--- src/source/sram_params.svh ---
`ifndef SRAM_PARAMS_SVH
`define SRAM_PARAMS_SVH

// byte address and data word widths
`define SRAM_ADDR_WIDTH 32
`define SRAM_DATA_WIDTH 32
// one strobe bit per data byte
`define SRAM_STRB_WIDTH (`SRAM_DATA_WIDTH / 8)
// low address bits that select a byte inside the word
`define SRAM_BYTE_OFFSET 2

// 256 words, 1 KiB of storage
`define SRAM_DEPTH_LOG2 8
// cycles a request sits in the delay stage
`define SRAM_ACCESS_LATENCY 2

`endif

--- src/source/sram_pkg.sv ---
`default_nettype none

package sram_pkg;

    // axi response code on R and B
    // only the two codes this slave ever returns
    typedef enum logic [1:0] {
        RESP_OKAY   = 2'b00,
        RESP_SLVERR = 2'b10
    } axi_resp_t;

    // request kind travelling down the pipeline
    // decides R or B routing at the end
    typedef enum logic {
        OP_READ  = 1'b0,
        OP_WRITE = 1'b1
    } mem_op_t;

endpackage

`default_nettype wire

--- src/source/sram_if.sv ---
`timescale 1ns/10ps
`default_nettype none

`include "sram_params.svh"

// request between accept, delay and array stages
interface sram_req_if;
    logic                        valid;
    logic                        ready;
    sram_pkg::mem_op_t           op;
    logic [`SRAM_ADDR_WIDTH-1:0] addr;
    logic [`SRAM_DATA_WIDTH-1:0] wdata;
    // byte enables, ignored on reads
    logic [`SRAM_STRB_WIDTH-1:0] wstrb;

    modport driver   (output valid, op, addr, wdata, wstrb, input ready);
    modport receiver (input valid, op, addr, wdata, wstrb, output ready);
endinterface


`default_nettype wire

--- src/source/access_delay.sv ---
`timescale 1ns/10ps
`default_nettype none

`include "sram_params.svh"

module access_delay (
    input  wire           clk,
    input  wire           reset,
    sram_req_if.receiver  up,
    sram_req_if.driver    down
);

    localparam int LATENCY   = `SRAM_ACCESS_LATENCY;
    localparam int CNT_WIDTH = $clog2(LATENCY + 1);

    logic                        full;
    logic [CNT_WIDTH-1:0]        count;
    sram_pkg::mem_op_t           op_q;
    logic [`SRAM_ADDR_WIDTH-1:0] addr_q;
    logic [`SRAM_DATA_WIDTH-1:0] wdata_q;
    logic [`SRAM_STRB_WIDTH-1:0] wstrb_q;
    logic                        done;
    logic                        drain;
    logic                        take;

    // access time elapsed
    assign done  = (count == CNT_WIDTH'(LATENCY));
    assign drain = full && done && down.ready;
    // one request in flight, refill while it leaves
    assign up.ready = !full || drain;
    assign take     = up.valid && up.ready;

    always_ff @(posedge clk) begin
        if (reset) begin
            full  <= 1'b0;
            count <= '0;
        end else if (take) begin
            full  <= 1'b1;
            count <= '0;
        end else if (drain) begin
            full <= 1'b0;
        end else if (full && !done) begin
            count <= count + 1'b1;
        end
    end

    always_ff @(posedge clk) begin
        if (take) begin
            op_q    <= up.op;
            addr_q  <= up.addr;
            wdata_q <= up.wdata;
            wstrb_q <= up.wstrb;
        end
    end

    // offered only once the count is done, held until taken
    assign down.valid = full && done;
    assign down.op    = op_q;
    assign down.addr  = addr_q;
    assign down.wdata = wdata_q;
    assign down.wstrb = wstrb_q;

endmodule

`default_nettype wire

--- src/flat_wrapper.sv ---
// flat-port wrapper written by rule: the top's interface ports become plain ports
module access_delay_flat 
  (clk, reset, up_valid, up_op, up_addr, up_wdata, up_wstrb, up_ready, down_valid, down_op, down_addr, down_wdata, down_wstrb, down_ready);
  sram_req_if up_i ();
  sram_req_if down_i ();
  input  wire clk;
  input  wire reset;
  input wire logic [$bits(up_i.valid)-1:0] up_valid;
  input wire logic [$bits(up_i.op)-1:0] up_op;
  input wire logic [$bits(up_i.addr)-1:0] up_addr;
  input wire logic [$bits(up_i.wdata)-1:0] up_wdata;
  input wire logic [$bits(up_i.wstrb)-1:0] up_wstrb;
  output wire logic [$bits(up_i.ready)-1:0] up_ready;
  output wire logic [$bits(down_i.valid)-1:0] down_valid;
  output wire logic [$bits(down_i.op)-1:0] down_op;
  output wire logic [$bits(down_i.addr)-1:0] down_addr;
  output wire logic [$bits(down_i.wdata)-1:0] down_wdata;
  output wire logic [$bits(down_i.wstrb)-1:0] down_wstrb;
  input wire logic [$bits(down_i.ready)-1:0] down_ready;
  assign up_i.valid = up_valid;
  assign up_i.op = up_op;
  assign up_i.addr = up_addr;
  assign up_i.wdata = up_wdata;
  assign up_i.wstrb = up_wstrb;
  assign up_ready = up_i.ready;
  assign down_valid = down_i.valid;
  assign down_op = down_i.op;
  assign down_addr = down_i.addr;
  assign down_wdata = down_i.wdata;
  assign down_wstrb = down_i.wstrb;
  assign down_i.ready = down_ready;
  access_delay u_core (.clk(clk), .reset(reset), .up(up_i), .down(down_i));
endmodule
--- config.mk ---
export PLATFORM = sky130hd
export DESIGN_NAME = access_delay_flat
export DESIGN_NICKNAME = d
export VERILOG_FILES = /design/src/source/sram_pkg.sv /design/src/source/sram_if.sv /design/src/source/access_delay.sv /design/src/flat_wrapper.sv
export VERILOG_INCLUDE_DIRS = /design/src /design/src/source
export SDC_FILE = /design/constraint.sdc
export NUM_CORES = 1
export LEC_CHECK = 0
export ABC_AREA = 1
export BUFFER_PORTS_ARGS = -buffer_cell sky130_fd_sc_hd__buf_2
export CAP_MARGIN = 20
export CORE_MARGIN = 4
export CORE_UTILIZATION = 45
export DETAILED_ROUTE_END_ITERATION = 10
export GPL_ROUTABILITY_DRIVEN = 1
export PLACE_DENSITY = 0.84
export SLEW_MARGIN = 10
export SYNTH_ARGS = -nofsm -noshare
export SYNTH_HDL_FRONTEND = slang
export SYNTH_SLANG_ARGS = --single-unit
--- constraint.sdc ---
create_clock -name clk -period 5.2 [get_ports clk]
set_clock_uncertainty 0.05 [all_clocks]
set_input_delay 1.04 -clock clk [delete_from_list [all_inputs] [get_ports clk]]
set_output_delay 1.04 -clock clk [all_outputs]
set_load 0.02 [all_outputs]
---- Word level (Yosys, flattened, before mapping) ----
Cells that the tools add are included.
storage, ports and cells
  register bits ........................... 72
  input bits .............................. 73
  logic and storage cells ................. 21
  output and inout bits ................... 71
operators by class
  bitwise operators ....................... 1
  reduce and logical (&&, ||, !) cells .... 10
  add/subtract/negate cells ............... 1
  eq/ne operators ......................... 1
  multiplexer cells ....................... 2
operators with widths
  kind                   number
  $logic_and A1 B1 Y1    4
  $add A2 B1 Y2 const B  1
  $eq A2 B2 Y1 const B   1
  $logic_not A1 Y1       2
  $mux W1                2
  $reduce_and A2 Y1      1
  $reduce_bool A2 Y1     1
  $reduce_or A2 Y1       1
  $logic_or A1 B1 Y1     1
  $not A1 Y1             1

---- Depth between registers and ports, before layout ----
Gate-level depths: netlist of run 1.
  word-level depth ........................ 6
  mapped depth ............................ 8
  gate-level depth less buffers ........... 8

---- Worst setup path before layout of run 1 ----
No wires, ideal clock.
  path kind ............................... input port to flip-flop
  start point ............................. input down_ready
  end point ............................... register u_core.addr_q[0] (netlist: u_core.down.addr[0]) (enable)
  setup slack ............................. 2.146 ns
  cell stages on the path ................. 4
  buffers on the path ..................... 0
  setup time .............................. 0.423 ns
  data required time ...................... 4.727 ns
  data arrival time ....................... 2.581 ns
  cells stage by stage .................... inv_1 > nand2_1 > nand3_2 > inv_1
on the way
  word-level cells in the longest chain between the ends .. 3
RTL lines
  element                RTL line            RTL
  start, declared        flat_wrapper.sv:19  input wire logic [$bits(down_i.ready)-1:0] down_ready;
  $logic_and A1 B1 Y1    access_delay.sv:28  assign drain = full && done && down.ready;
  $logic_or A1 B1 Y1     access_delay.sv:30  assign up.ready = !full || drain;
  $logic_and A1 B1 Y1    access_delay.sv:31  assign take = up.valid && up.ready;
  named net u_core.take  access_delay.sv:24  logic take;
  end signal, assigned   access_delay.sv:50  addr_q <= up.addr;
  end, declared          access_delay.sv:19  logic [`SRAM_ADDR_WIDTH-1:0] addr_q;
The timed path passes the listed nets, and every way through them passes these cells.
A chain may end at the register's enable or synchronous reset.

---- Worst setup path after layout of run 1 ----
  start point ............................. input down_ready
  end point ............................... output up_ready
on the way
  word-level cells in the longest chain between the ends .. 2
RTL lines
  element              RTL line            RTL
  $logic_and A1 B1 Y1  access_delay.sv:28
  $logic_or A1 B1 Y1   access_delay.sv:30
  end, declared        flat_wrapper.sv:13  output wire logic [$bits(up_i.ready)-1:0] up_ready;
No other way between the ends.

==> results.sh, run 1 <==
export IMPL_status="completed"
export IMPL_fmax_mhz=381
export IMPL_final_util_pct=67.7
export IMPL_reg2reg_to="u_core.down.addr[20]"
export IMPL_synth_top_family_by_area="simple AND/OR/NAND/NOR gates"
export IMPL_path_cells="buf_2 -> inv_1 -> nand2_1 -> nand2_1 -> inv_1 -> buf_2"
export IMPL_drc=0
export IMPL_vias_per_cell=4.39
export IMPL_wl_per_cell_um=15.3
export IMPL_finalCritPeriodShare_pct=50.4
export IMPL_cts_htree_levels=3
export IMPL_fp_dieArea_um2=6200
export IMPL_busiest_layer="met2"
export IMPL_seq_area_um2=2130
export IMPL_cp_arrival_ns=1.53
export IMPL_synth_area_leaders="edfxtp_1 (92%), dfxtp_1 (2.7%), inv_1 (1.7%)"
export IMPL_gp_congestion=0.662
export IMPL_insertion_delay_ns=0.32
export IMPL_firstDrtPassIters=4
export IMPL_final_nets=327
export IMPL_final_common_cell="buf_2"
export IMPL_synth_simple_area_share_pct=2.94
export IMPL_fp_dieW_um=78.8
export IMPL_ys_ff_latch=72
export IMPL_grt_overflow=0
export IMPL_cts_root_buf="clkbuf_8"
export IMPL_synth_mux_area_share_pct=0
export IMPL_hold_path_class="reg -> reg"
export IMPL_portBuffers=143
export IMPL_start_kind="input port"
export IMPL_synth_compound_area_share_pct=0.222
export IMPL_postSynthCellCount=98
export IMPL_synthAdderAreaFrac_pct=0.555
export IMPL_use_met1_pct=15.4
export IMPL_pwr_share_comb_pct=10.4
export IMPL_critPathKind="in -> out"
export IMPL_critPathCaptureType="primary output"
export IMPL_drtIter0Drc=77
export IMPL_ys_seq_area_share_pct=94.6
export IMPL_yosys_warnings=0
export IMPL_multi_input_area_um2=83.8
export IMPL_grt_pass1_vias=1465
export IMPL_cts_hold_buf=0
export IMPL_setup_tns_ns=0
export IMPL_fill_cells=354
export IMPL_antenna_found_initial=2
export IMPL_drive_gt1_share_pct=62.0
export IMPL_timing_final_crit_period_ns=2.62
export IMPL_maxSlewViolCount=0
export IMPL_clk_pin_slew_worst_paths_ns=0.07
export IMPL_grt_usage_pct=16.2
export IMPL_dpl_cell_count=309
export IMPL_synth_avg_cell_area_um2=23.0
export IMPL_dieHeight_um=78.8
export IMPL_critPathBufInv=4
export IMPL_grt_pass1_wl_um=7110
export IMPL_startpoint="down_ready"
export IMPL_antenna_left=0
export IMPL_cts_buffers=9
export IMPL_power_frac_seq_pct=56.8
export IMPL_slowest_delay_ns=0.15
export IMPL_rsz0062_at_grt="no"
export IMPL_tritoncts="yes"
export IMPL_vdd_drop_max_mv=0.222
export IMPL_hpwl_um=3850
export IMPL_timing_rr_start="u_core.count[0]"
export IMPL_cp_top_family="buffers and inverters"
export IMPL_crit_path_end="up_ready"
export IMPL_syn2layout_area_growth_pct=43.8
export IMPL_grt_max_degree=38
export IMPL_setup_viol=0
export IMPL_r2r_cells=7
export IMPL_p_clk_share_pct=32.8
export IMPL_netSwitchingFraction_pct=22.4
export IMPL_cp_required_ns=4.11
export IMPL_total_power_mw=1.21
export IMPL_cp_depth=6
export IMPL_worst_slew_margin_rel_pct=56.7
export IMPL_leakage_nw=1.43
export IMPL_yosysTopAreaCellShare_pct=91.9
export IMPL_synth_xor_area_share_pct=0
export IMPL_synth_nets=172
export IMPL_yosys_area_top_type="edfxtp_1"
export IMPL_cpMaxStageDelayCell="buf_2"
export IMPL_p_sw_mw=0.271
export IMPL_antenna_cells=0
export IMPL_grt_util_met2_pct=26.4
export IMPL_cts_resized=0
export IMPL_syn_area_um2=2250
export IMPL_initial_core_util_pct=47.1
export IMPL_worst_slew_pin_slew_ns=0.649
export IMPL_power_density_nw_per_um2=373
export IMPL_regToRegSetupSlack_ns=2.95
export IMPL_io_pin_count=144
export IMPL_rows=25
export IMPL_wirelength_um=4980
export IMPL_maxCapViolations=0
export IMPL_synth_cell_types=10
export IMPL_max_clock_path_buffers=2
export IMPL_core_um2=4790
export IMPL_clock_sinks=72
export IMPL_path_max_fanout=2
export IMPL_finalHoldViolCount=0
export IMPL_stdcell_count=325
export IMPL_met3_usage_pct=9.98
export IMPL_vias=1426
export IMPL_post_cts_buffers=0
export IMPL_p_int_mw=0.939
export IMPL_mostFrequentLayoutCells="buf_2 (143), edfxtp_1 (69), inv_1 (9), clkbuf_8 (9), nand2_1 (7)"
-- state kept, by name, summed over array words and instances, names as in the netlist --
register	count
u_core.full	1
u_core.count	2
u_core.down.wdata	32
u_core.down.addr	32
u_core.down.op	1
u_core.down.wstrb	4
-- final cells by class --
cell class                 instances  area share, %
timing repair buffer             144           22.3
clock buffer                      11           4.06
multi-input combinational         16           2.59
clock inverter                     5           1.47
inverter                          10           1.16
tap                               67           2.59
sequential                        72           65.8
-- stage by stage --
stage                     hold WS, ns  setup WS, ns  cell area, um^2
after floorplan                 0.450          2.15             2250
after CTS                       0.501          2.58             3240
final                           0.499          2.58             3240
after global placement          0.463          2.44             3060
after global routing            0.554          2.52             3240
after detailed placement        0.488          2.40             3060
-- layer usage --
layer / up-vias / part of all wire (%)
met5: - / 0.28
met4: 4 / 2.3
met3: 13 / 15
met2: 99 / 49
met1: 638 / 33
li1: 672 / -
-- worst min path at each step --
stage	from	end	slack (ns)	cells past startpoint
5_1_grt	u_core.count[1]	u_core.count[1]	0.55	4
4_1_cts	u_core.count[1]	u_core.count[1]	0.50	4
2_1_floorplan	u_core.count[1]	u_core.count[1]	0.45	4
3_5_place_dp	u_core.count[1]	u_core.count[1]	0.49	4
3_3_place_gp	u_core.count[1]	u_core.count[1]	0.46	4
6_report	u_core.count[1]	u_core.count[1]	0.50	4
-- cells by family (layout without fill, tap and decap cells) --
group | after synthesis | count (layout)
buf+inv | 10 | 170
fa+ha+maj | 1 | 1
flops | 72 | 72
simple gates | 14 | 14
compound gates | 1 | 1
-- tightest hold or removal path, cell delays in order (launching register included) --
cell and delay [ns]:
dfxtp_1 0.32, nand2_1 0.06, nand2_1 0.04, inv_1 0.04
nor2_1 0.04
-- cells in the mapped netlist (all sizes together) --
| cell type | instances |
|---|---|
| nor2 | 2 |
| nand2 | 9 |
| nand3 | 3 |
| dfxtp | 3 |
| edfxtp | 69 |
| inv | 10 |
| o21ai | 1 |
| ha | 1 |
-- power by group through the flow --
stage	logic (mW)	clock network, mW	registers [mW]
final	0.125	0.397	0.687
after floorplan	0.0212	0	0.744
after global routing	0.136	0.441	0.689
after detailed placement	0.127	0	0.700
after CTS	0.128	0.409	0.688
after global placement	0.124	0	0.698
(Power assumes the default switching activity.)
==> inputs of run 2 (changes only) <==
- CORE_UTILIZATION: 45 -> 41
- PLACE_DENSITY: 0.84 -> 0.78
- clock period: 5.2 -> 2.5 ns (I/O delays scaled with it)
==> results.sh, run 2 (synthesis results as in run 1) <==
export IMPL_status="completed"
export IMPL_firstDrtPassIters=4
export IMPL_r2r_cells=7
export IMPL_vdd_drop_max_mv=0.485
export IMPL_rows=26
export IMPL_insertion_delay_ns=0.33
export IMPL_final_common_cell="buf_2"
export IMPL_regToRegSetupSlack_ns=0.76
export IMPL_tritoncts="yes"
export IMPL_timing_final_crit_period_ns=1.95
export IMPL_reg2reg_to="u_core.down.addr[2]"
export IMPL_dpl_cell_count=313
export IMPL_wl_per_cell_um=14.5
export IMPL_cts_htree_levels=3
export IMPL_critPathCaptureType="primary output"
export IMPL_finalCritPeriodShare_pct=78.1
export IMPL_setup_viol=0
export IMPL_portBuffers=143
export IMPL_syn2layout_area_growth_pct=44.4
export IMPL_stdcell_count=329
export IMPL_grt_pass1_wl_um=6800
export IMPL_path_max_fanout=4
export IMPL_antenna_left=0
export IMPL_hpwl_um=3730
export IMPL_worst_slew_margin_rel_pct=69.5
export IMPL_rsz0062_at_grt="no"
export IMPL_cts_resized=0
export IMPL_grt_overflow=0
export IMPL_min_path_cells=1
export IMPL_hold_path_class="in -> reg"
export IMPL_grt_max_degree=39
export IMPL_antenna_cells=0
export IMPL_fp_dieW_um=82.1
export IMPL_layout_setup_ws_ns=0.548
export IMPL_post_cts_buffers=0
export IMPL_vias_per_cell=4.29
export IMPL_timing_rr_start="u_core.count[0]"
export IMPL_leakage_nw=1.43
export IMPL_drtIter0Drc=39
export IMPL_core_um2=5200
export IMPL_whs_ns=0.287
export IMPL_fp_dieArea_um2=6750
export IMPL_maxSlewViolCount=0
export IMPL_mostFrequentLayoutCells="buf_2 (143), edfxtp_1 (69), inv_1 (9), clkbuf_8 (9), nand2_1 (7)"
export IMPL_start_kind="register"
export IMPL_wirelength_um=4770
export IMPL_cts_hold_buf=0
export IMPL_cts_buffers=9
export IMPL_max_clock_path_buffers=2
export IMPL_grt_usage_pct=14.9
export IMPL_setup_tns_ns=0
export IMPL_initial_core_util_pct=43.3
export IMPL_min_from="up_addr[16]"
export IMPL_critPathKind="reg -> out"
export IMPL_holdPathEnd="u_core.down.addr[16]"
export IMPL_cts_root_buf="clkbuf_8"
export IMPL_finalHoldViolCount=0
export IMPL_grt_pass1_vias=1462
export IMPL_fmax_mhz=512
export IMPL_cp_arrival_ns=1.40
export IMPL_gp_congestion=0.724
export IMPL_io_pin_count=144
export IMPL_power_density_nw_per_um2=775
export IMPL_antenna_found_initial=2
export IMPL_drc=0
export IMPL_final_nets=328
export IMPL_dieHeight_um=82.1
export IMPL_worst_slew_pin_slew_ns=0.458
export IMPL_cp_required_ns=1.95
export IMPL_drive_gt1_share_pct=62.2
export IMPL_clk_pin_slew_worst_paths_ns=0.07
export IMPL_clock_sinks=72
export IMPL_dp_slack_ns=0.757
export IMPL_total_power_mw=2.52
export IMPL_vias=1410
export IMPL_maxCapViolations=0
run 2: changes by cell type in the layout (fill, tap and decap cells not counted), sizes merged:
cell      delta
inv          -1
buf          +1
clkinvlp     +1
run 2: cell type report:
cell class	count	area, um^2
Timing Repair Buffer	145	731
Sequential cell	72	2130
Inverter	10	41.3
Tap cell	70	87.6
Clock inverter	5	47.5
Fill cell	393	1950
Multi-Input combinational cell	16	83.8
Clock buffer	11	131
run 2: critical path, cell delays in order (launching register included):
cell and delay, ns:
dfxtp_1 0.34, inv_1 0.06, ha_1 0.21, inv_1 0.10, nand2_2 0.09, nand2_1 0.09
inv_1 0.04, buf_2 0.15
run 2: power by group:
group          internal, mW  switching, mW
Combinational        0.0926          0.171
Clock                 0.451          0.380
Sequential             1.41         0.0165
run 2: worst max path at each step:
stage / from / endpoint / slack, ns
2_1_floorplan: u_core.count[0] / u_core.down.addr[0] / 0.26
3_3_place_gp: down_ready / u_core.down.wdata[30] / 0.81
3_5_place_dp: u_core.count[0] / u_core.down.wdata[30] / 0.76
4_1_cts: u_core.count[0] / up_ready / 0.54
5_1_grt: u_core.count[0] / up_ready / 0.39
6_report: u_core.count[0] / up_ready / 0.55
run 2: metrics by stage:
| stage | instance area, um^2 | util, % |
|---|---|---|
| after CTS | 3250 | 62.5 |
| after global placement | 3080 | 59.1 |
| after global routing | 3250 | 62.5 |
| final | 3250 | 62.5 |
| after floorplan | 2260 | - |
| after detailed placement | 3080 | 59.1 |
run 2: routing by layer:
metal | vias to the layer above | global-route usage (%) | share of wire [%]
met1 | 625 | 15.1 | 33
met4 | 4 | 8.47 | 1.9
met5 | - | 0 | 0.44
li1 | 675 | - | -
met3 | 13 | 10.8 | 17
met2 | 93 | 22.3 | 47
