`src/source/sram_params.svh`:
```
`ifndef SRAM_PARAMS_SVH
`define SRAM_PARAMS_SVH

// byte address and data word widths
`define SRAM_ADDR_WIDTH 32
`define SRAM_DATA_WIDTH 32
// one strobe bit per data byte
`define SRAM_STRB_WIDTH (`SRAM_DATA_WIDTH / 8)
// low address bits that select a byte inside the word
`define SRAM_BYTE_OFFSET 2

// 256 words, 1 KiB of storage
`define SRAM_DEPTH_LOG2 8
// cycles a request sits in the delay stage
`define SRAM_ACCESS_LATENCY 2

`endif

```
`src/source/sram_pkg.sv`:
```
`default_nettype none

package sram_pkg;

    // axi response code on R and B
    // only the two codes this slave ever returns
    typedef enum logic [1:0] {
        RESP_OKAY   = 2'b00,
        RESP_SLVERR = 2'b10
    } axi_resp_t;

    // request kind travelling down the pipeline
    // decides R or B routing at the end
    typedef enum logic {
        OP_READ  = 1'b0,
        OP_WRITE = 1'b1
    } mem_op_t;

endpackage

`default_nettype wire

```
`src/source/sram_if.sv`:
```
`timescale 1ns/10ps
`default_nettype none

`include "sram_params.svh"

// request between accept, delay and array stages
interface sram_req_if;
    logic                        valid;
    logic                        ready;
    sram_pkg::mem_op_t           op;
    logic [`SRAM_ADDR_WIDTH-1:0] addr;
    logic [`SRAM_DATA_WIDTH-1:0] wdata;
    // byte enables, ignored on reads
    logic [`SRAM_STRB_WIDTH-1:0] wstrb;

    modport driver   (output valid, op, addr, wdata, wstrb, input ready);
    modport receiver (input valid, op, addr, wdata, wstrb, output ready);
endinterface


`default_nettype wire

```
`src/source/axi_lite_accept.sv`:
```
`timescale 1ns/10ps
`default_nettype none

`include "sram_params.svh"

module axi_lite_accept (
    input  wire                         clk,
    input  wire                         reset,
    input  wire [`SRAM_ADDR_WIDTH-1:0]  araddr,
    input  wire                         arvalid,
    output logic                        arready,
    input  wire [`SRAM_ADDR_WIDTH-1:0]  awaddr,
    input  wire                         awvalid,
    output logic                        awready,
    input  wire [`SRAM_DATA_WIDTH-1:0]  wdata,
    input  wire [`SRAM_STRB_WIDTH-1:0]  wstrb,
    input  wire                         wvalid,
    output logic                        wready,
    sram_req_if.driver                  req
);

    // single output slot
    logic                        slot_valid;
    sram_pkg::mem_op_t           slot_op;
    logic [`SRAM_ADDR_WIDTH-1:0] slot_addr;
    logic [`SRAM_DATA_WIDTH-1:0] slot_wdata;
    logic [`SRAM_STRB_WIDTH-1:0] slot_wstrb;

    // aw and w latched on their own, either order
    logic                        aw_full;
    logic [`SRAM_ADDR_WIDTH-1:0] aw_addr_q;
    logic                        w_full;
    logic [`SRAM_DATA_WIDTH-1:0] w_data_q;
    logic [`SRAM_STRB_WIDTH-1:0] w_strb_q;

    logic ar_hs;
    logic aw_hs;
    logic w_hs;
    logic aw_have;
    logic w_have;
    logic slot_free;
    logic load_rd;
    logic load_wr;
    logic slot_valid_next;
    logic aw_full_next;
    logic w_full_next;

    always_comb begin
        ar_hs = arvalid && arready;
        aw_hs = awvalid && awready;
        w_hs  = wvalid && wready;
        // held half or arriving this edge
        aw_have = aw_full || aw_hs;
        w_have  = w_full || w_hs;
        // empty, or draining into the delay stage now
        slot_free = !slot_valid || req.ready;
        // read wins the slot when both are ready
        load_rd = ar_hs && slot_free;
        load_wr = !ar_hs && aw_have && w_have && slot_free;
        slot_valid_next = load_rd || load_wr || (slot_valid && !req.ready);
        aw_full_next    = aw_have && !load_wr;
        w_full_next     = w_have && !load_wr;
    end

    always_ff @(posedge clk) begin
        if (reset) begin
            slot_valid <= 1'b0;
            aw_full    <= 1'b0;
            w_full     <= 1'b0;
            arready    <= 1'b0;
            awready    <= 1'b0;
            wready     <= 1'b0;
        end else begin
            slot_valid <= slot_valid_next;
            aw_full    <= aw_full_next;
            w_full     <= w_full_next;
            // readies only while the slot will be free
            arready    <= !slot_valid_next;
            awready    <= !slot_valid_next && !aw_full_next;
            wready     <= !slot_valid_next && !w_full_next;
        end
    end

    always_ff @(posedge clk) begin
        if (aw_hs) begin
            aw_addr_q <= awaddr;
        end
        if (w_hs) begin
            w_data_q <= wdata;
            w_strb_q <= wstrb;
        end
        if (load_rd) begin
            slot_op    <= sram_pkg::OP_READ;
            slot_addr  <= araddr;
            slot_wdata <= '0;
            slot_wstrb <= '0;
        end else if (load_wr) begin
            // take each half from the latch or straight off the bus
            slot_op    <= sram_pkg::OP_WRITE;
            slot_addr  <= aw_full ? aw_addr_q : awaddr;
            slot_wdata <= w_full ? w_data_q : wdata;
            slot_wstrb <= w_full ? w_strb_q : wstrb;
        end
    end

    assign req.valid = slot_valid;
    assign req.op    = slot_op;
    assign req.addr  = slot_addr;
    assign req.wdata = slot_wdata;
    assign req.wstrb = slot_wstrb;

endmodule

`default_nettype wire

```
`src/flat_wrapper.sv`:
```
// flat-port wrapper written by rule: the top's interface ports become plain ports
module axi_lite_accept_flat 
  (clk, reset, araddr, arvalid, arready, awaddr, awvalid, awready, wdata, wstrb, wvalid, wready, req_valid, req_op, req_addr, req_wdata, req_wstrb, req_ready);
  sram_req_if req_i ();
  input  wire clk;
  input  wire reset;
  input  wire [`SRAM_ADDR_WIDTH-1:0] araddr;
  input  wire arvalid;
  output logic arready;
  input  wire [`SRAM_ADDR_WIDTH-1:0] awaddr;
  input  wire awvalid;
  output logic awready;
  input  wire [`SRAM_DATA_WIDTH-1:0] wdata;
  input  wire [`SRAM_STRB_WIDTH-1:0] wstrb;
  input  wire wvalid;
  output logic wready;
  output wire logic [$bits(req_i.valid)-1:0] req_valid;
  output wire logic [$bits(req_i.op)-1:0] req_op;
  output wire logic [$bits(req_i.addr)-1:0] req_addr;
  output wire logic [$bits(req_i.wdata)-1:0] req_wdata;
  output wire logic [$bits(req_i.wstrb)-1:0] req_wstrb;
  input wire logic [$bits(req_i.ready)-1:0] req_ready;
  assign req_valid = req_i.valid;
  assign req_op = req_i.op;
  assign req_addr = req_i.addr;
  assign req_wdata = req_i.wdata;
  assign req_wstrb = req_i.wstrb;
  assign req_i.ready = req_ready;
  axi_lite_accept u_core (.clk(clk), .reset(reset), .araddr(araddr), .arvalid(arvalid), .arready(arready), .awaddr(awaddr), .awvalid(awvalid), .awready(awready), .wdata(wdata), .wstrb(wstrb), .wvalid(wvalid), .wready(wready), .req(req_i));
endmodule
```
`config.mk`:
```
export PLATFORM = sky130hd
export DESIGN_NAME = axi_lite_accept_flat
export DESIGN_NICKNAME = d
export VERILOG_FILES = /design/src/source/sram_pkg.sv /design/src/source/sram_if.sv /design/src/source/axi_lite_accept.sv /design/src/flat_wrapper.sv
export VERILOG_INCLUDE_DIRS = /design/src /design/src/source
export SDC_FILE = /design/constraint.sdc
export NUM_CORES = 1
export LEC_CHECK = 0
export BUFFER_PORTS_ARGS = -buffer_cell sky130_fd_sc_hd__buf_2
export CAP_MARGIN = 10
export CORE_UTILIZATION = 43
export CTS_CLUSTER_DIAMETER = 150
export DETAILED_ROUTE_END_ITERATION = 6
export PLACE_DENSITY = 0.71
export SLEW_MARGIN = 20
export SYNTH_ARGS = -nofsm -noshare
export SYNTH_HDL_FRONTEND = slang
export SYNTH_SLANG_ARGS = --single-unit
```
`constraint.sdc`:
```
create_clock -name clk -period 6.63 [get_ports clk]
set_clock_uncertainty 0.1 [all_clocks]
set_input_delay 0.3315 -clock clk [delete_from_list [all_inputs] [get_ports clk]]
set_output_delay 0.3315 -clock clk [all_outputs]
set_load 0.02 [all_outputs]
```
[Word level (Yosys, flattened, before mapping)]
Index checks and enable logic that the tools add are counted.
Operators by class
  muxes and demuxes: 5
  reductions and logical operators: 25
Operator list (number)
  two-way mux 32 bit: 4
  logical AND 1 bit: 12
  logical NOT 1 bit: 7
  logical OR 1 bit: 5
  two-way mux 4 bit: 1
  nonzero test 2 bit: 1
Storage, ports and cells
  flip-flop bits (word level): 143
  bits of input ports: 106
  output and inout bits: 73

[Logic depth before layout (Yosys ltp)]
Gate-level depths: netlist (run 1).
  depth after elaboration: 9
  depth in mapped cells: 6

[Worst setup path before layout (run 1)]
Ideal clock, no wire load.
  path type: reg2reg
  start: register u_core.wready
  end: register u_core.slot_addr[0], in the netlist u_core.req.addr[0] (enable)
  library setup time: 0.432 ns
  data arrival time: 2.821 ns
  required time: 6.098 ns
  setup slack: 3.277 ns
  stages on the path, launching flop included: 6
  path buffers: 2
  clock period less this slack: 3.353 ns
  path through: dfxtp_1 -> a21o_1 -> buf_2 -> buf_1 -> nand2_1 -> a21oi_1
Between the ends
  cells in the longest elaborated chain, start to end: 5
RTL lines
  start, declared: RTL line axi_lite_accept.sv:18  | output logic wready,
  start signal, assigned: RTL line axi_lite_accept.sv:80  | wready <= !slot_valid_next && !w_full_next;
  logical AND 1 bit: RTL line axi_lite_accept.sv:51  | w_hs = wvalid && wready;
  logical OR 1 bit: RTL line axi_lite_accept.sv:54  | w_have = w_full || w_hs;
  logical AND 1 bit (2 in a row): RTL line axi_lite_accept.sv:59  | load_wr = !ar_hs && aw_have && w_have && slot_free;
  nonzero test 2 bit (no line)
  end signal, assigned: RTL line axi_lite_accept.sv:94  | slot_addr <= araddr;
  end signal, assigned: RTL line axi_lite_accept.sv:100  | slot_addr <= aw_full ? aw_addr_q : awaddr;
  end, declared: RTL line axi_lite_accept.sv:25  | logic [`SRAM_ADDR_WIDTH-1:0] slot_addr;
No other way between the ends.
A chain may end at the register's enable or synchronous reset.

[Worst setup path in the final report (run 1)]
  start: register u_core.w_full
  end: register u_core.slot_addr[8], in the netlist u_core.req.addr[8] (enable)
Between the ends
  cells in the longest elaborated chain, start to end: 4
RTL lines
  start, declared: RTL line axi_lite_accept.sv:32  | logic w_full;
  start signal, assigned: RTL line axi_lite_accept.sv:76  | w_full <= w_full_next;
  logical OR 1 bit: RTL line axi_lite_accept.sv:54
  logical AND 1 bit (2 in a row): RTL line axi_lite_accept.sv:59
  nonzero test 2 bit (no line)
No other way between the ends.

==> flow_metrics.env, run 1 <==
export IMPL_crit_chain="a21o_2 > nand2_1 > a21oi_4"
export IMPL_pwr_share_seq_pct=47.9
export IMPL_drtIter0Drc=216
export IMPL_cts_resized=0
export IMPL_detail_route_wl_per_cell_um=16.9
export IMPL_routed_via_count=4289
export IMPL_seqCellArea_mm2=0.00387
export IMPL_synth_distinct_cells=25
export IMPL_status="complete, no violations"
export IMPL_relSlewSlack_pct=25.0
export IMPL_cts_tree="yes"
export IMPL_clk_insertion_delay_late_ns=0.41
export IMPL_gp_congestion=0.785
export IMPL_grt_ovfl_total=0
export IMPL_synth_cells=411
export IMPL_crit_fanout=39
export IMPL_drv_cap=0
export IMPL_period_minus_slack_ns=3.38
export IMPL_dr_pass1_iters=6
export IMPL_slew_viol_final=0
export IMPL_postCtsSetupBuffers=0
export IMPL_clock_fmax_mhz=296
export IMPL_hold_buffers=33
export IMPL_required_ns=6.55
export IMPL_swShare_pct=28.2
export IMPL_cts_buffer_depth=2
export IMPL_critical_path_max_stage_delay_ns=1.07
export IMPL_path_clk_slew_ns=0.05
export IMPL_fin_crit_sh_pct=51.0
export IMPL_antenna_left=0
export IMPL_grt_pass1_vias=4203
export IMPL_grt_total_usage_pct=20.0
export IMPL_final_common_cell="buf_2"
export IMPL_worst_path_max_delay_cell="dfxtp_2"
export IMPL_layout_common_cells="buf_2 (178), edfxtp_1 (100), mux2i_1 (68)"
export IMPL_syn2layout_area_growth_pct=31.5
export IMPL_final_util_pct=57.8
export IMPL_power_internal_w=0.00173
export IMPL_drive_gt1_share_pct=35.1
export IMPL_start_util_pct=43.9
export IMPL_portBuffers=178
export IMPL_cts_buffers=17
export IMPL_ys_warn_count=0
export IMPL_fillCellCount=1151
export IMPL_totalWireLength_um=13400
export IMPL_hold_viol=0
export IMPL_cts_sinks=143
export IMPL_drc=0
export IMPL_cp_start_kind="flip-flop"
export IMPL_p_per_area_mw_per_mm2=316
export IMPL_multiInputGateArea_mm2=0.00177
export IMPL_power_leakage_nw=2.79
export IMPL_comb_power_share_pct=19.1
export IMPL_avgSynthCellArea_um2=14.1
export IMPL_netlist_area_mm2=0.00579
export IMPL_hold_class="in -> reg"
export IMPL_setup_viol=0
export IMPL_finalSetupTns_ns=0
export IMPL_rows=42
export IMPL_critPathArrivalTime_ns=3.30
export IMPL_h_tree_depth=4
export IMPL_worstMarginPinSlew_ns=1.13
export IMPL_grt_max_degree=51
export IMPL_synth_nets=517
export IMPL_clkPwrFrac_pct=33.0
export IMPL_grt_pass1_wl_um=21100
export IMPL_seq_area_frac_synth_pct=66.7
export IMPL_die_w_um=118
export IMPL_synth_seq_cells=143
export IMPL_num_io_pins=179
export IMPL_crit_path_end_kind="flip-flop"
export IMPL_peakVddDrop_mv=0.160
export IMPL_dp_hpwl_um=9100
export IMPL_routed_via_density=5.39
export IMPL_antenna_found_initial=1
export IMPL_hold_path_depth=1
export IMPL_die_y_um=118
export IMPL_die_area_mm2=0.0139
export IMPL_power_switching_w=0.000678
export IMPL_rsz0062_at_grt="no"
export IMPL_fin_nets=712
export IMPL_worstSetupPathType="reg -> reg"
export IMPL_coreArea_mm2=0.0132
export IMPL_r2r_cells=3
export IMPL_cts_root_buffer_cell="clkbuf_16"
export IMPL_finalPower_w=0.00241
## worst paths after layout
kind,slack (ns),to,from
setup / recovery,3.25,u_core.req.addr[8],u_core.w_full
hold / removal,0.02,u_core.aw_addr_q[4],awaddr[4]
setup reg to reg,3.25,u_core.req.addr[8],u_core.w_full
hold reg to reg,0.43,u_core.req.op,u_core.req.op
## cell type report
type | instances | share of cell area [%]
Antenna cell | 1 | 0.0328
Clock buffer | 20 | 5.73
Clock inverter | 11 | 0.673
Multi-Input combinational cell | 226 | 23.2
Sequential cell | 143 | 50.7
Tap cell | 176 | 2.89
Timing Repair Buffer | 218 | 16.8
## worst max-delay path: cells and delay by family (launching register included)
kind	cells	cell delay (ns)
compound gates	2	1.54
flops	1	1.07
simple gates	1	0.24
## metrics by stage
stage | setup slack [ns] | cell area (um^2) | std cells | hold WS [ns]
global placement | 2.98 | 6790 | 729 | 0.415
global route | 3.04 | 7620 | 795 | 0.000442
finish | 3.25 | 7620 | 795 | 0.0197
floorplan | 3.28 | 5790 | 411 | 0.301
detailed placement | 2.88 | 6790 | 729 | 0.423
CTS | 2.86 | 7600 | 793 | 0.000414
## registers in the layout, indices dropped and copies added, names as in the netlist
| signal | count |
|---|---|
| u_core.w_data_q | 32 |
| u_core.aw_addr_q | 32 |
| u_core.arready | 1 |
| u_core.req.wstrb | 4 |
| u_core.req.addr | 32 |
| u_core.awready | 1 |
| u_core.aw_full | 1 |
| u_core.req.op | 1 |
| u_core.req.wdata | 32 |
| u_core.w_strb_q | 4 |
| u_core.wready | 1 |
| u_core.req.valid | 1 |
| u_core.w_full | 1 |
## cells by family (layout without fill, tap and decap cells)
family                 after synthesis  in the layout  synth area share, %
multiplexers                        68             68                 11.7
other                                0              1                    0
AND/OR/NAND/NOR                     45             45                 4.23
AO/OA/AOI/OAI                      113            113                 14.1
buffers and inverters               42            249                 3.26
flip-flops                         143            143                 66.7
## power by group through the flow
stage	Sequential, W	Combinational [W]	Clock, W
floorplan	0.00124	0.000203	0
global placement	0.00117	0.000436	0
detailed placement	0.00117	0.000448	0
CTS	0.00115	0.000464	0.000810
global route	0.00116	0.000499	0.000844
finish	0.00115	0.000460	0.000794
## synthesized netlist by cell type
cell,count,area share (%)
edfxtp_1,100,52
mux2i_1,68,12
dfxtp_1,43,15
a211oi_1,36,4.7
a41oi_1,36,5.4
nand3_1,32,2.8
o21ai_0,32,2.8
clkbuf_1,24,1.6
buf_2,13,1.1
a21oi_1,3,0.26
and2_1,3,0.32
nand2_1,3,0.19
a21o_1,2,0.26
a311oi_1,2,0.30
buf_1,2,0.13
buf_4,2,0.26
nor3_1,2,0.17
a2bb2oi_2,1,0.26
a31oi_1,1,0.11
buf_6,1,0.19
nand2b_1,1,0.11
nor2_1,1,0.065
nor2b_1,1,0.11
nor3b_1,1,0.13
nor4_4,1,0.37
## layer usage
| metal | GRT usage, % | vias to the layer above | part of all wire [%] |
|---|---|---|---|
| met1 | 24.2 | 2044 | 42 |
| met5 | 0 | - | 0 |
| met4 | 8.81 | 0 | 1.3 |
| li1 | - | 2048 | - |
| met3 | 5.77 | 14 | 7.0 |
| met2 | 33.1 | 183 | 50 |
Note: power is estimated with default switching activity, not from simulation.
==> run 2: changes to the inputs <==
--- a/config.mk
+++ b/config.mk
@@ -11,7 +11,7 @@
 export CORE_UTILIZATION = 43
 export CTS_CLUSTER_DIAMETER = 150
 export DETAILED_ROUTE_END_ITERATION = 6
-export PLACE_DENSITY = 0.71
+export PLACE_DENSITY = 0.74
 export SLEW_MARGIN = 20
 export SYNTH_ARGS = -nofsm -noshare
 export SYNTH_HDL_FRONTEND = slang
==> constraint.sdc (replaced) <==
create_clock -name clk -period 2.75 [get_ports clk]
set_clock_uncertainty 0.1 [all_clocks]
set_input_delay 0.1375 -clock clk [delete_from_list [all_inputs] [get_ports clk]]
set_output_delay 0.1375 -clock clk [all_outputs]
set_load 0.02 [all_outputs]
==> flow_metrics.env, run 2 (synthesized netlist as in run 1, its figures left out) <==
export IMPL_routed_via_density=5.41
export IMPL_hold_class="in -> reg"
export IMPL_status="complete, no violations"
export IMPL_power_switching_w=0.00168
export IMPL_pwr_share_seq_pct=44.7
export IMPL_cts_root_buffer_cell="clkbuf_16"
export IMPL_totalWireLength_um=15400
export IMPL_swShare_pct=27.4
export IMPL_cts_resized=0
export IMPL_drtIter0Drc=318
export IMPL_final_util_pct=63.7
export IMPL_layout_common_cells="buf_2 (178), dlygate4sd3_1 (101), edfxtp_1 (100)"
export IMPL_dp_hpwl_um=9230
export IMPL_crit_fanout=63
export IMPL_drive_gt1_share_pct=32.5
export IMPL_power_internal_w=0.00444
export IMPL_coreArea_mm2=0.0132
export IMPL_cp_start_kind="flip-flop"
export IMPL_drc=0
export IMPL_clkPwrFrac_pct=34.8
export IMPL_gp_congestion=0.841
export IMPL_fin_crit_sh_pct=69.4
export IMPL_power_leakage_nw=3.15
export IMPL_fin_area_mm2=0.00840
export IMPL_relSlewSlack_pct=41.7
export IMPL_postCtsSetupBuffers=0
export IMPL_hold_buffers=101
export IMPL_peakVddDrop_mv=0.385
export IMPL_p_per_area_mw_per_mm2=729
export IMPL_hold_viol=0
export IMPL_crit_path_end_kind="flip-flop"
export IMPL_num_io_pins=179
export IMPL_worstSetupPathType="reg -> reg"
export IMPL_comb_power_share_pct=20.6
export IMPL_start_util_pct=43.9
export IMPL_grt_ovfl_total=0
export IMPL_cts_buffer_depth=2
export IMPL_portBuffers=178
export IMPL_grt_pass1_vias=4748
export IMPL_dr_pass1_iters=4
export IMPL_finalSetupTns_ns=0
export IMPL_period_minus_slack_ns=1.91
export IMPL_grt_max_degree=64
export IMPL_detail_route_wl_per_cell_um=17.7
export IMPL_slew_viol_final=0
export IMPL_diodes=0
export IMPL_required_ns=2.77
export IMPL_die_y_um=118
export IMPL_rsz0062_at_grt="no"
export IMPL_grt_total_usage_pct=23.0
export IMPL_syn2layout_area_growth_pct=45.0
export IMPL_die_w_um=118
export IMPL_placed_area_mm2=0.00683
export IMPL_clk_insertion_delay_late_ns=0.41
export IMPL_worstMarginPinSlew_ns=0.874
export IMPL_drv_cap=0
export IMPL_crit_chain="nor2b_1 > nor2_4 > buf_4 > o21ai_0"
export IMPL_final_common_cell="buf_2"
export IMPL_cts_tree="yes"
export IMPL_h_tree_depth=4
export IMPL_grt_pass1_wl_um=24600
export IMPL_cts_sinks=143
export IMPL_antenna_left=0
export IMPL_antenna_found_initial=2
export IMPL_path_clk_slew_ns=0.06
export IMPL_worst_path_max_delay_cell="buf_4"
export IMPL_clock_fmax_mhz=524
export IMPL_die_area_mm2=0.0139
export IMPL_fin_nets=785
export IMPL_cts_buffers=17
export IMPL_routed_via_count=4699
export IMPL_critPathArrivalTime_ns=1.93
export IMPL_setup_viol=0
export IMPL_rows=42
export IMPL_critical_path_max_stage_delay_ns=0.51
-- run 2: cell types whose count changed in the layout (fill, tap and decap cells not counted) --
cell           previous run  this run
buf_4                     6        12
dlygate4sd3_1            34       101
clkbuf_1                  3         5
a21o_2                    2         0
diode_2                   1         0
a21o_1                    0         2
clkbuf_8                  0         3
clkinvlp_4                1         0
clkbuf_16                17        19
clkinv_1                  5         0
-- run 2: cell type report --
type / count / area [um^2]
fill: 943 / 4790
sequential: 143 / 3870
timing repair buffer: 291 / 1990
multi-input combinational: 226 / 1760
clock buffer: 27 / 536
tap: 176 / 220
clock inverter: 5 / 25.0
-- run 2: power groups by stage --
| stage | sequential, W | clock (W) | combinational (W) |
|---|---|---|---|
| 3_3_place_gp | 0.00276 | 0 | 0.00111 |
| 3_5_place_dp | 0.00277 | 0 | 0.00115 |
| 4_1_cts | 0.00273 | 0.00218 | 0.00126 |
| 6_report | 0.00273 | 0.00213 | 0.00126 |
| 5_1_grt | 0.00276 | 0.00226 | 0.00136 |
| 2_1_floorplan | 0.00299 | 0 | 0.000489 |
-- run 2: per-stage QoR --
stage | hold slack [ns] | instances | worst slack [ns] | power (W)
floorplan | 0.107 | 411 | 0.0932 | 0.00347
global placement | 0.233 | 735 | 0.936 | 0.00387
detailed placement | 0.232 | 735 | 0.835 | 0.00391
CTS | 0.109 | 868 | 0.815 | 0.00617
global route | 0.168 | 868 | 0.679 | 0.00638
finish | 0.133 | 868 | 0.840 | 0.00612
-- run 2: metal layers --
metal	vias up	wire length, um	track usage, %
li1	2186	-	-
met3	23	1180	6.98
met2	211	7560	38.9
met5	-	27	0
met4	4	239	8.41
met1	2275	6400	27.5
-- run 2: final timing paths --
check	from	endpoint	slack, ns	cells past startpoint
max reg2reg	u_core.req.valid	u_core.req.addr[6]	0.84	4
min reg2reg	u_core.req.op	u_core.req.op	0.42	1
min	wvalid	u_core.w_full	0.13	3
max	u_core.req.valid	u_core.req.addr[6]	0.84	4
-- run 2: worst max-delay path: cells and delay by family, from the launching register on --
family	cells	cell delay, ns
buffers and inverters	1	0.51
flip-flops	1	0.33
AND/OR/NAND/NOR	2	0.42
AO/OA/AOI/OAI	1	0.22
